--- config.mk ---
export PLATFORM = sky130hd
export DESIGN_NAME = rename_top
export DESIGN_NICKNAME = d
export VERILOG_FILES = /design/src/common/rename_pkg.sv /design/src/rename/free_list.sv /design/src/rename/map_table.sv /design/src/rename/rename_stage.sv /design/src/rtl/rename_top.sv
export SDC_FILE = /design/constraint.sdc
export NUM_CORES = 1
export LEC_CHECK = 0
export BUFFER_PORTS_ARGS = -buffer_cell sky130_fd_sc_hd__buf_2
export CORE_UTILIZATION = 50
export CTS_CLUSTER_SIZE = 28
export DETAILED_ROUTE_END_ITERATION = 16
export GPL_ROUTABILITY_DRIVEN = 0
export PLACE_DENSITY = 0.7
export SYNTH_ARGS = -nofsm -noshare
export SYNTH_HDL_FRONTEND = slang
export SYNTH_SLANG_ARGS = --single-unit
--- constraint.sdc ---
create_clock -name clk -period 19.2 [get_ports clk]
set_input_delay 3.84 -clock clk [delete_from_list [all_inputs] [get_ports clk]]
set_output_delay 3.84 -clock clk [all_outputs]
set_load 0.01 [all_outputs]
--- src/common/rename_pkg.sv ---
`default_nettype none

// Shared sizes and index types for register rename
package rename_pkg;

	// Register file sizes
	localparam int NUM_ARCH_REGS = 32; // Architectural, as seen by the ISA
	localparam int NUM_PHYS_REGS = 64; // Physical, in the core's register file

	// Index widths follow from the sizes
	localparam int ARCH_IDX_W = $clog2(NUM_ARCH_REGS);
	localparam int PHYS_IDX_W = $clog2(NUM_PHYS_REGS);

	// Architectural register index, 5 bits
	typedef logic [ARCH_IDX_W-1:0] arch_reg_t;

	// Physical register index, 6 bits
	typedef logic [PHYS_IDX_W-1:0] phys_reg_t;

	// Every architectural register needs a physical home at reset
	localparam int RESET_FREE_COUNT = NUM_PHYS_REGS - NUM_ARCH_REGS;

endpackage

`default_nettype wire

--- src/rename/free_list.sv ---
`timescale 1ns/100ps
`default_nettype none

// FIFO of physical register numbers not currently mapped
// Preloaded at reset, refilled by commit, drained by allocation
module free_list #(
	parameter int FIRST_FREE = 32, // First preloaded register number
	parameter int FREE_COUNT = 32  // Number of registers preloaded
) (
	input  wire logic                 clk,
	input  wire logic                 reset,
	input  wire logic                 push,      // Commit returns a register
	input  wire rename_pkg::phys_reg_t push_preg,
	input  wire logic                 pop,       // Allocation takes the head
	output rename_pkg::phys_reg_t     free_preg, // Head entry, fall-through
	output logic                      free_empty
);

	import rename_pkg::*;

	// Capacity is the whole physical file, the most that can ever be free
	localparam int DEPTH = NUM_PHYS_REGS;
	localparam int AW    = $clog2(DEPTH);

	typedef logic [AW-1:0] ptr_t;
	typedef logic [AW:0]   cnt_t; // One extra bit to hold DEPTH

	phys_reg_t mem [DEPTH];

	ptr_t wr_ptr;
	ptr_t rd_ptr;
	cnt_t count;
	cnt_t count_next;

	logic full;
	logic do_push;
	logic do_pop;

	// Wraps at DEPTH, also for a capacity that is not a power of two
	function automatic ptr_t next_ptr(input ptr_t p);
		if (p == ptr_t'(DEPTH - 1))
			return '0;
		return p + 1'b1;
	endfunction

	assign full       = (count == cnt_t'(DEPTH));
	assign free_empty = (count == '0);

	assign do_push = push && !full;       // Dropped when full
	assign do_pop  = pop && !free_empty;  // Ignored when empty

	// Push and pop together leave the count alone
	always_comb begin
		count_next = count;
		case ({do_push, do_pop})
			2'b10:   count_next = count + 1'b1;
			2'b01:   count_next = count - 1'b1;
			default: count_next = count;
		endcase
	end

	assign free_preg = mem[rd_ptr]; // No read latency

	always_ff @(posedge clk or posedge reset) begin
		if (reset) begin
			rd_ptr <= '0;
			wr_ptr <= ptr_t'(FREE_COUNT % DEPTH); // Next slot after the preload
			count  <= cnt_t'(FREE_COUNT);
			// Consecutive numbers from FIRST_FREE
			for (int i = 0; i < FREE_COUNT; i++) begin
				mem[i] <= phys_reg_t'(FIRST_FREE + i);
			end
		end else begin
			count <= count_next;
			if (do_pop)
				rd_ptr <= next_ptr(rd_ptr);
			if (do_push) begin
				mem[wr_ptr] <= push_preg;
				wr_ptr      <= next_ptr(wr_ptr);
			end
		end
	end

	// A correct machine never overflows or underflows the list
	a_no_overflow: assert property (@(posedge clk) disable iff (reset)
		!(push && full) && !(pop && free_empty))
		else $error("free_list: push when full or pop when empty");

endmodule

`default_nettype wire

--- src/rename/map_table.sv ---
`timescale 1ns/100ps
`default_nettype none

// Architectural to physical mapping
// Three combinational reads, one write per cycle
module map_table (
	input  wire logic                  clk,
	input  wire logic                  reset,
	input  wire rename_pkg::arch_reg_t src1,
	input  wire rename_pkg::arch_reg_t src2,
	input  wire rename_pkg::arch_reg_t dst,       // Read old mapping and write new
	output rename_pkg::phys_reg_t      src1_preg,
	output rename_pkg::phys_reg_t      src2_preg,
	output rename_pkg::phys_reg_t      old_preg,  // Mapping being replaced
	input  wire logic                  map_we,
	input  wire rename_pkg::phys_reg_t new_preg
);

	import rename_pkg::*;

	// One physical index per architectural register
	phys_reg_t map [NUM_ARCH_REGS];

	// Reads see the table before this edge's write
	// So a source equal to the destination gets the old mapping
	assign src1_preg = map[src1];
	assign src2_preg = map[src2];
	assign old_preg  = map[dst];

	always_ff @(posedge clk or posedge reset) begin
		if (reset) begin
			// Identity, arch i lives in phys i
			for (int i = 0; i < NUM_ARCH_REGS; i++) begin
				map[i] <= phys_reg_t'(i);
			end
		end else if (map_we) begin
			map[dst] <= new_preg; // Visible to the next instruction
		end
	end

endmodule

`default_nettype wire

--- src/rename/rename_stage.sv ---
`timescale 1ns/100ps
`default_nettype none

// Rename pipeline stage
// Accepts from decode, allocates a destination, holds the result
// in one output register until the next stage takes it
module rename_stage (
	input  wire logic                  clk,
	input  wire logic                  reset,

	// Decode side
	input  wire logic                  dec_valid,
	output logic                       dec_ready,
	input  wire logic                  dec_dst_valid, // Instruction writes a register

	// Mapping lookups for the instruction at the decode side
	input  wire rename_pkg::phys_reg_t src1_preg,
	input  wire rename_pkg::phys_reg_t src2_preg,
	input  wire rename_pkg::phys_reg_t old_preg,

	// Free list
	input  wire rename_pkg::phys_reg_t free_preg,
	input  wire logic                  free_empty,
	output logic                       free_pop,

	output logic                       map_we, // Record dst -> free_preg

	// Next stage
	output logic                       ren_valid,
	input  wire logic                  ren_ready,
	output rename_pkg::phys_reg_t      ren_src1,
	output rename_pkg::phys_reg_t      ren_src2,
	output rename_pkg::phys_reg_t      ren_dst,
	output rename_pkg::phys_reg_t      ren_old_dst,
	output logic                       ren_dst_valid
);

	import rename_pkg::*;

	logic out_free; // Output register empty or draining this edge
	logic accept;   // Decode handshake completes
	logic alloc;    // Accepted and needs a destination

	phys_reg_t alloc_preg;
	phys_reg_t alloc_old;

	assign out_free = !ren_valid || ren_ready;

	// No destination means no need for a free register
	assign dec_ready = out_free && (!dec_dst_valid || !free_empty);

	assign accept = dec_valid && dec_ready;
	assign alloc  = accept && dec_dst_valid;

	assign free_pop = alloc;
	assign map_we   = alloc;

	// Destination fields read as zero when nothing is written
	assign alloc_preg = dec_dst_valid ? free_preg : '0;
	assign alloc_old  = dec_dst_valid ? old_preg : '0;

	always_ff @(posedge clk or posedge reset) begin
		if (reset)
			ren_valid <= 1'b0;
		else if (out_free)
			ren_valid <= accept; // Refill or go empty
	end

	// Payload loads only on accept, otherwise it holds
	always_ff @(posedge clk) begin
		if (accept) begin
			ren_src1      <= src1_preg;
			ren_src2      <= src2_preg;
			ren_dst       <= alloc_preg;
			ren_old_dst   <= alloc_old;
			ren_dst_valid <= dec_dst_valid;
		end
	end

	// Back-pressure holds the output word unchanged
	a_hold_stable: assert property (@(posedge clk) disable iff (reset)
		(ren_valid && !ren_ready) |=> (ren_valid
			&& $stable({ren_src1, ren_src2, ren_dst, ren_old_dst, ren_dst_valid})))
		else $error("rename_stage: output changed under back-pressure");

	// Never ask an empty free list for a register
	a_pop_nonempty: assert property (@(posedge clk) disable iff (reset)
		free_pop |-> !free_empty)
		else $error("rename_stage: pop from empty free list");

endmodule

`default_nettype wire

--- src/rtl/rename_top.sv ---
`timescale 1ns/100ps
`default_nettype none

// Register rename, one instruction per cycle
module rename_top #(
	parameter int FIRST_FREE = rename_pkg::NUM_ARCH_REGS,   // Just above the identity map
	parameter int FREE_COUNT = rename_pkg::RESET_FREE_COUNT // Unmapped at reset
) (
	input  wire logic                  clk,
	input  wire logic                  reset,

	// Decode
	input  wire logic                  dec_valid,
	output logic                       dec_ready,
	input  wire rename_pkg::arch_reg_t dec_src1,
	input  wire rename_pkg::arch_reg_t dec_src2,
	input  wire rename_pkg::arch_reg_t dec_dst,
	input  wire logic                  dec_dst_valid,

	// Renamed output
	output logic                       ren_valid,
	input  wire logic                  ren_ready,
	output rename_pkg::phys_reg_t      ren_src1,
	output rename_pkg::phys_reg_t      ren_src2,
	output rename_pkg::phys_reg_t      ren_dst,
	output rename_pkg::phys_reg_t      ren_old_dst,
	output logic                       ren_dst_valid,

	// Commit frees an old physical register
	input  wire logic                  commit_valid,
	input  wire rename_pkg::phys_reg_t commit_preg
);

	import rename_pkg::*;

	phys_reg_t src1_preg;
	phys_reg_t src2_preg;
	phys_reg_t old_preg;
	phys_reg_t free_preg; // Next register to hand out
	logic      free_empty;
	logic      free_pop;
	logic      map_we;

	free_list #(
		.FIRST_FREE (FIRST_FREE),
		.FREE_COUNT (FREE_COUNT)
	) free_list_i (
		.clk        (clk),
		.reset      (reset),
		.push       (commit_valid),
		.push_preg  (commit_preg),
		.pop        (free_pop),
		.free_preg  (free_preg),
		.free_empty (free_empty)
	);

	map_table map_table_i (
		.clk       (clk),
		.reset     (reset),
		.src1      (dec_src1),
		.src2      (dec_src2),
		.dst       (dec_dst),
		.src1_preg (src1_preg),
		.src2_preg (src2_preg),
		.old_preg  (old_preg),
		.map_we    (map_we),
		.new_preg  (free_preg) // Same register the free list pops
	);

	rename_stage rename_stage_i (
		.clk           (clk),
		.reset         (reset),
		.dec_valid     (dec_valid),
		.dec_ready     (dec_ready),
		.dec_dst_valid (dec_dst_valid),
		.src1_preg     (src1_preg),
		.src2_preg     (src2_preg),
		.old_preg      (old_preg),
		.free_preg     (free_preg),
		.free_empty    (free_empty),
		.free_pop      (free_pop),
		.map_we        (map_we),
		.ren_valid     (ren_valid),
		.ren_ready     (ren_ready),
		.ren_src1      (ren_src1),
		.ren_src2      (ren_src2),
		.ren_dst       (ren_dst),
		.ren_old_dst   (ren_old_dst),
		.ren_dst_valid (ren_dst_valid)
	);

endmodule

`default_nettype wire

==> impl_metrics.json, run 1 <==
{
  "status": "complete, no violations",
  "dp_slack_ns": 10.91,
  "die_x_um": 248,
  "hold_violations": 0,
  "cp.required_ns": 15.36,
  "core_area_mm2": 0.0595,
  "r2r-start": "free_list_i.rd_ptr[0]$_DFFE_PP0P_",
  "p_per_area_mw_per_mm2": 120,
  "synth_ff_type": "edfxtp_1",
  "ios": 54,
  "dpl.hpwl_um": 46700,
  "cp-end-kind": "output port",
  "fin_skew_ns": 0.0431,
  "synth_cell_type_count": 74,
  "maxSlewHeadroom": 0.166,
  "drt-total-wl_um": 74200,
  "cts.path.max_buffers": 3,
  "cts_tree": "built",
  "synthArstFlopShare": 0.651,
  "rsz0062_at_grt": "no",
  "overflow": 0,
  "synth-seq-area-share": 0.557,
  "clk_latency_ns": 0.65,
  "antenna_found_initial": 1,
  "setup_slack_ns": 10.91,
  "grt_util_all_layers": 0.249,
  "ir_worst_vdd_uv": 96.6,
  "holdWs_ns": 0.480,
  "r2r-end": "map_table_i.map[150]$_DFFE_PP0P_",
  "diodes": 0,
  "cts_sinks": 621,
  "routedWlPerCell_um": 25.6,
  "period_needed_ns": 8.29,
  "postCtsSetupBuffers": 0,
  "fin_nets": 2103,
  "period_share": 0.432,
  "cts_buffers": 61,
  "ff2ff_path_depth": 8,
  "r2r_setup_slack_ns": 14.80,
  "drive_above_1_share": 0.399,
  "ys.warnings.count": 0,
  "first_global_vias": 18600,
  "synth_area_mm2": 0.0303,
  "die-area_mm2": 0.0616,
  "synth_nets": 2125,
  "cp_max_fo": 3,
  "io_buffers": 53,
  "setup_viol": 0,
  "hold_path.startpoint": "map_table_i.map[46]$_DFFE_PP1P_",
  "route.detailed.drc": 0,
  "tns_ns": 0,
  "min_path_type": "reg -> reg",
  "floorplan.initialDensity": 0.510,
  "cts_root_buf": "clkbuf_16",
  "fmax_ghz": 0.121,
  "initialDrtViolationCount": 1526,
  "path_class": "in -> out",
  "design_area_mm2": 0.0329,
  "vias_per_cell": 6.31,
  "cellLeakagePower_nw": 12.5,
  "finalPower_mw": 3.95,
  "worstMarginPinSlew_ns": 1.25,
  "syn_to_final_growth_pct": 8.69,
  "worstHoldPathCells": 2,
  "vias": 18300,
  "cp.arrival_ns": 4.45,
  "synth_edf_count": 217,
  "multiInputGateArea_mm2": 0.0125,
  "setup.worst_path.start_class": "primary input",
  "fill_cells": 4717,
  "die_h_um": 248,
  "syn_inst": 2093,
  "slew_viol_final": 0,
  "final-seq-area_mm2": 0.0169,
  "cts_resized": 0,
  "synth.avg_cell_area_um2": 14.5,
  "cts.htree.levels": 2,
  "grt_max_degree": 172,
  "detail-route-antenna-nets": 0,
  "holdBufCountCts": 0,
  "ys_ff_latch": 621,
  "grt_pass1_wl_um": 115000,
  "dr.pass1.iters": 6,
  "num_rows": 89,
  "cp-startpoint": "ren_ready",
  "drv_cap": 0,
  "clk_pin_slew_worst_paths_ns": 0.06,
  "min_to": "map_table_i.map[46]$_DFFE_PP1P_",
  "postPlaceCellArea_mm2": 0.0309
}
worst max-delay path, cell delays in order:
cell     delay (ns)
buf_2          0.10
nor2b_1        0.25
a41oi_1        0.09
buf_2          0.17
per-layer routing:
metal	GRT usage	vias to the layer above	share of wire
met5	0	-	0.00016
met4	0.0861	2	0.032
met3	0.0337	150	0.064
met2	0.401	704	0.49
met1	0.349	9437	0.42
li1	-	7971	-
logic make-up (layout without fill, tap and decap cells):
logic type | count (synthesis) | count (layout) | synth area share
xor gates and xnor gates | 14 | 14 | 0.00405
and+or+nand+nor | 449 | 449 | 0.0640
adders and majority gates | 5 | 5 | 0.00206
buffers and inverters | 176 | 205 | 0.0305
muxes | 512 | 512 | 0.275
DFF | 621 | 621 | 0.557
AOI/OAI and AO/OA | 316 | 316 | 0.0677
cells in the mapped netlist (10+ instances only):
master | count | area [µm²]
a211oi_1 | 10 | 75.1
a21oi_1 | 11 | 55.1
a22o_1 | 13 | 114
a22oi_1 | 25 | 188
buf_1 | 13 | 48.8
buf_2 | 27 | 135
buf_4 | 17 | 128
buf_6 | 14 | 158
clkbuf_1 | 84 | 315
dfrtp_1 | 210 | 5260
dfstp_2 | 194 | 5100
edfxtp_1 | 217 | 6520
mux2_2 | 210 | 2360
mux2i_1 | 68 | 681
mux4_2 | 228 | 5130
nand2_1 | 275 | 1030
nand3_1 | 41 | 205
nor2_1 | 62 | 233
nor2b_1 | 11 | 68.8
o21ai_0 | 128 | 641
o21ai_1 | 42 | 210
o21ai_2 | 29 | 254
xnor2_1 | 10 | 87.6
per-stage QoR:
step	utilization	std cells
floorplan	-	2093
global placement	0.520	2781
detailed placement	0.520	2781
CTS	0.554	2895
global route	0.554	2895
finish	0.554	2895
report_power, final:
part,switching [mW],internal (mW),total (mW)
Combinational,0.614,0.410,1.02
Sequential,0.150,1.57,1.72
Clock,0.513,0.693,1.21
Total,1.28,2.67,3.95
layout make-up:
type | count | area share
sequential | 621 | 0.512
multi-input combinational | 1296 | 0.380
timing repair buffer | 81 | 0.0150
inverter | 10 | 0.00137
clock buffer | 103 | 0.0560
clock inverter | 11 | 0.00536
tap | 773 | 0.0294
state kept, by name, indices dropped and copies added (netlist names):
signal / count
free_list_i.rd_ptr: 6
rename_stage_i.ren_old_dst: 6
rename_stage_i.ren_src2: 6
free_list_i.wr_ptr: 6
rename_stage_i.ren_valid: 1
rename_stage_i.ren_src1: 6
map_table_i.map: 192
free_list_i.count: 7
rename_stage_i.ren_dst_valid: 1
free_list_i.mem: 384
rename_stage_i.ren_dst: 6
worst max path at each step:
stage                                            end  cells after the start
finish                                     dec_ready                      4
global route                               dec_ready                      4
CTS                                        dec_ready                      4
detailed placement                         dec_ready                      4
global placement                           dec_ready                      4
floorplan           free_list_i.count[0]$_DFFE_PP0P_                      1
cells in the final DEF (no fill, tap or decap), types with 41 or more instances in the layout:
cell type / netlist / final
buf_2: 27 / 50
clkbuf_16: 0 / 62
dfrtp_1: 210 / 207
dfstp_2: 194 / 194
edfxtp_1: 217 / 217
mux2_2: 210 / 210
mux2i_1: 68 / 68
mux4_2: 228 / 228
nand2_1: 275 / 275
nand3_1: 41 / 41
nor2_1: 62 / 62
o21ai_0: 128 / 128
o21ai_1: 42 / 42
Note: power is estimated with default switching activity, not from simulation.
==> inputs of run 2 (changes only) <==
PLACE_DENSITY = 0.72   (was 0.7)
clock period = 7.47 ns   (was 19.2 ns; I/O delays follow)
==> impl_metrics.json, run 2 (same netlist as run 1, synthesis figures left out) <==
{
  "maxSlewHeadroom": 0.164,
  "drive_above_1_share": 0.407,
  "grt_util_all_layers": 0.255,
  "min_to": "map_table_i.map[50]$_DFFE_PP1P_",
  "ios": 54,
  "period_needed_ns": 4.22,
  "cts.htree.levels": 2,
  "cp-end-kind": "flip-flop",
  "top_regs": "free_list_i.mem x384, map_table_i.map x192, free_list_i.count x7",
  "fin_cells": 2900,
  "path_class": "reg -> reg",
  "dr.pass1.iters": 6,
  "fmax_ghz": 0.237,
  "final_util": 0.556,
  "detail-route-antenna-nets": 0,
  "ir_worst_vdd_uv": 231,
  "postCtsSetupBuffers": 0,
  "r2r-start": "free_list_i.rd_ptr[1]$_DFFE_PP0P_",
  "fill_cells": 4724,
  "fin_nets": 2106,
  "core_area_mm2": 0.0595,
  "cts.path.max_buffers": 3,
  "largest_reg_flops": 384,
  "num_rows": 89,
  "min_path_type": "reg -> reg",
  "dpl.hpwl_um": 47900,
  "die_h_um": 248,
  "die_x_um": 248,
  "cp-startpoint": "free_list_i.rd_ptr[1]$_DFFE_PP0P_",
  "grt_max_degree": 182,
  "final-seq-area_mm2": 0.0169,
  "cts_buffers": 61,
  "r2r_setup_slack_ns": 3.25,
  "cts_root_buf": "clkbuf_16",
  "antenna_found_initial": 1,
  "worstHoldPathCells": 2,
  "grt_pass1_wl_um": 118000,
  "multiInputGateArea_mm2": 0.0126,
  "top_register": "free_list_i.mem",
  "cp.arrival_ns": 4.70,
  "syn_to_final_growth_pct": 9.00,
  "first_global_vias": 19000,
  "setup_viol": 0,
  "die-area_mm2": 0.0616,
  "fin_skew_ns": 0.0317,
  "hold_path.startpoint": "map_table_i.map[50]$_DFFE_PP1P_",
  "cts_sinks": 621,
  "cts_tree": "built",
  "worstMarginPinSlew_ns": 1.22,
  "layout_commonest_cell": "nand2_1",
  "cts_resized": 0,
  "cp.required_ns": 7.95,
  "vias_per_cell": 6.46,
  "clk_pin_slew_worst_paths_ns": 0.06,
  "io_buffers": 53,
  "status": "complete, no violations",
  "diodes": 0,
  "rsz0062_at_grt": "no",
  "overflow": 0,
  "ff2ff_path_depth": 6,
  "drv_cap": 0,
  "clk_latency_ns": 0.66,
  "dpl.cell_count": 2784,
  "initialDrtViolationCount": 1853,
  "route.detailed.drc": 0,
  "p_per_area_mw_per_mm2": 309,
  "period_share": 0.565,
  "setup.worst_path.start_class": "flip-flop",
  "cellLeakagePower_nw": 12.5,
  "drt-total-wl_um": 76500,
  "slew_viol_final": 0,
  "cp_max_fo": 42,
  "final_cell_mix": "nand2_1 (274), mux4_2 (228), edfxtp_1 (217)",
  "r2r-end": "map_table_i.map[138]$_DFFE_PP0P_",
  "hold_violations": 0,
  "vias": 18700,
  "routedWlPerCell_um": 26.4,
  "holdBufCountCts": 0,
  "floorplan.initialDensity": 0.510
}
## run 2: worst max path at each step
stage	cells past startpoint	end
after global placement	12	free_list_i.count[6]$_DFFE_PP0P_
after detailed placement	12	free_list_i.count[6]$_DFFE_PP0P_
after global routing	6	map_table_i.map[126]$_DFFE_PP0P_
after CTS	6	map_table_i.map[150]$_DFFE_PP0P_
final	6	map_table_i.map[138]$_DFFE_PP0P_
after floorplan	5	free_list_i.mem[168]$_DFFE_PP_
## run 2: final cells by class
class,instances,area share
Tap cell,773,0.0293
Inverter,10,0.00125
Timing Repair Buffer,84,0.0157
Clock inverter,19,0.00674
Clock buffer,97,0.0561
Sequential cell,621,0.511
Multi-Input combinational cell,1296,0.380
## run 2: metrics by stage
step / setup TNS [ns] / worst slack [ns] / hold WS (ns) / cell area, µm² / power (mW)
finish: 0 / 3.25 / 0.484 / 33000 / 10.2
global route: 0 / 3.15 / 0.497 / 33000 / 10.6
CTS: 0 / 3.27 / 0.486 / 33000 / 10.3
detailed placement: 0 / 3.20 / 0.476 / 31000 / 7.10
global placement: 0 / 3.25 / 0.463 / 31000 / 7.01
floorplan: -42.81 / -0.459 / 0.455 / 30300 / 6.40
## run 2: routing by layer
metal	wire length (µm)	share of wire	track usage	up-vias
met5	12	0.00016	0	-
met2	36500	0.48	0.409	809
met1	30600	0.40	0.346	9734
li1	-	-	-	7975
met4	3650	0.048	0.114	2
met3	5650	0.074	0.0408	211
## run 2: where the power goes
group | total, mW | switching (mW) | internal (mW)
Clock | 3.16 | 1.35 | 1.81
Sequential | 4.41 | 0.381 | 4.03
Combinational | 2.65 | 1.60 | 1.06
Total | 10.2 | 3.32 | 6.89
## run 2: worst max-delay path, stage by stage (launching register included)
cell and delay, ns:
dfrtp_4 0.55, buf_4 0.64, mux4_2 0.59, and2_1 0.18, a2111oi_0 1.04, o32a_2 0.83
o21ai_0 0.22
==> inputs of run 3 (changes only) <==
clock period = 3.75 ns   (was 7.47 ns; I/O delays follow)
==> impl_metrics.json, run 3 (same netlist as run 1, synthesis figures left out) <==
{
  "clk_latency_ns": 0.62,
  "switching_power_mw": 6.79,
  "detail-route-antenna-nets": 0,
  "slowest_stage": "a2111oi_0",
  "period_needed_ns": 3.43,
  "cts.htree.levels": 3,
  "pwr-share-clk": 0.317,
  "cp.required_ns": 4.10,
  "maxSlewHeadroom": 0.195,
  "worstMarginPinSlew_ns": 1.21,
  "crit_chain": "mux4_2, and2_1, a2111oi_0, o32a_2, buf_12, nor2_1",
  "path_class": "reg -> reg",
  "final_cell_mix": "nand2_1 (274), mux4_2 (228), edfxtp_1 (217)",
  "largest_reg_flops": 384,
  "hold_violations": 0,
  "dpl.hpwl_um": 50100,
  "setup_slack_ns": 0.320,
  "vias": 18900,
  "num_rows": 89,
  "drive_above_1_share": 0.424,
  "dr.pass1.iters": 6,
  "ios": 54,
  "drv_cap": 0,
  "floorplan.initialDensity": 0.510,
  "drt-total-wl_um": 76500,
  "die_h_um": 248,
  "vias_per_cell": 6.37,
  "overflow": 0,
  "routedWlPerCell_um": 25.8,
  "syn_to_final_growth_pct": 11.5,
  "cp_top_family": "compound AO/OA/AOI/OAI gates",
  "top_regs": "free_list_i.mem x384, map_table_i.map x192, free_list_i.count x7",
  "cts.path.max_buffers": 3,
  "fin_skew_ns": 0.0243,
  "core_area_mm2": 0.0595,
  "cp-end-kind": "flip-flop",
  "p_per_area_mw_per_mm2": 624,
  "die-area_mm2": 0.0616,
  "diodes": 0,
  "setup_viol": 0,
  "clk_pin_slew_worst_paths_ns": 0.06,
  "combPwrFrac": 0.257,
  "status": "complete, no violations",
  "p_int_mw": 14.3,
  "cp_max_fo": 40,
  "route.detailed.drc": 0,
  "first_global_vias": 19400,
  "cts_buffers": 67,
  "rsz0062_at_grt": "no",
  "layout_commonest_cell": "nand2_1",
  "grt_busiest_layer": "met2",
  "grt_max_degree": 179,
  "top_register": "free_list_i.mem",
  "slew_viol_final": 0,
  "grtUsageMet3": 0.0478,
  "final_util": 0.568,
  "cts_root_buf": "clkbuf_16",
  "fmax_ghz": 0.292,
  "cpPeakStageDelay_ns": 0.91,
  "holdBufCountCts": 0,
  "postCtsSetupBuffers": 0,
  "power_frac_seq": 0.426,
  "min_path_type": "in -> async",
  "cts_resized": 0,
  "grt_util_all_layers": 0.258,
  "swShare": 0.322,
  "cts_sinks": 621,
  "die_x_um": 248,
  "setup.worst_path.start_class": "flip-flop",
  "dp_slack_ns": 0.289,
  "cts_tree": "built",
  "use_met2": 0.420,
  "crit_buf_inv": 1,
  "io_buffers": 53,
  "antenna_found_initial": 0,
  "grt_pass1_wl_um": 119000,
  "fin_nets": 2172,
  "ir_worst_vdd_uv": 520,
  "cellLeakagePower_nw": 12.9,
  "use_met1": 0.348,
  "fill_cells": 4581,
  "cp.arrival_ns": 3.78,
  "period_share": 0.915,
  "initialDrtViolationCount": 1946
}
## run 3: worst reg2reg max path, stage by stage, from the launching register on
cell       delay [ns]
dfrtp_4          0.86
mux4_2           0.61
and2_1           0.18
a2111oi_0        0.91
o32a_2           0.35
buf_12           0.19
nor2_1           0.07
## run 3: worst paths after layout
| kind | start | end | slack, ns | cells after the start |
|---|---|---|---|---|
| setup reg to reg | free_list_i.rd_ptr[1]$_DFFE_PP0P_ | rename_stage_i.ren_dst[0]$_SDFFCE_PN0N_ | 0.32 | 6 |
| hold / removal | reset | free_list_i.wr_ptr[3]$_DFFE_PP0P_ | 0.18 | 2 |
| min in group clk | dec_dst_valid | rename_stage_i.ren_dst_valid$_DFFE_PN_ | 0.39 | 1 |
| max in group asynchronous | reset | free_list_i.mem[380]$_DFFE_PP0P_ | 1.94 | 4 |
| hold reg to reg | map_table_i.map[45]$_DFFE_PP1P_ | map_table_i.map[45]$_DFFE_PP1P_ | 0.48 | 2 |
| setup / recovery | free_list_i.rd_ptr[1]$_DFFE_PP0P_ | rename_stage_i.ren_dst[0]$_SDFFCE_PN0N_ | 0.32 | 6 |
## run 3: stage by stage
stage / cells / hold slack [ns] / power [mW] / setup TNS (ns) / area (µm²)
CTS: 2967 / 0.154 / 21.2 / 0 / 33800
finish: 2967 / 0.176 / 21.1 / 0 / 33800
global placement: 2844 / 0.462 / 14.3 / 0 / 31600
global route: 2967 / 0.179 / 21.9 / 0 / 33800
floorplan: 2093 / 0.455 / 12.8 / -972.01 / 30300
detailed placement: 2844 / 0.473 / 14.5 / 0 / 31600
## run 3: power groups by stage
stage                     clock, mW  combinational (mW)  sequential, mW
after floorplan                   0                4.26            8.50
after global placement            0                5.27            9.01
after detailed placement          0                5.39            9.09
after CTS                      6.78                5.41            8.98
after global routing           7.05                5.78            9.11
final                          6.68                5.42            8.98
## run 3: area by class of cell
type                       count  area, µm²  area share
sequential                   621      16900       0.499
tap                          773        967      0.0286
clock inverter                22        307     0.00907
timing repair buffer         144       1120      0.0331
inverter                      10       41.3     0.00122
clock buffer                 101       1930      0.0570
multi-input combinational   1296      12600       0.372
## run 3: metal layers
layer | vias to the layer above | part of all wire
met2 | 848 | 0.49
met3 | 192 | 0.077
met1 | 9758 | 0.40
met4 | 0 | 0.036
li1 | 8107 | -
met5 | - | 0
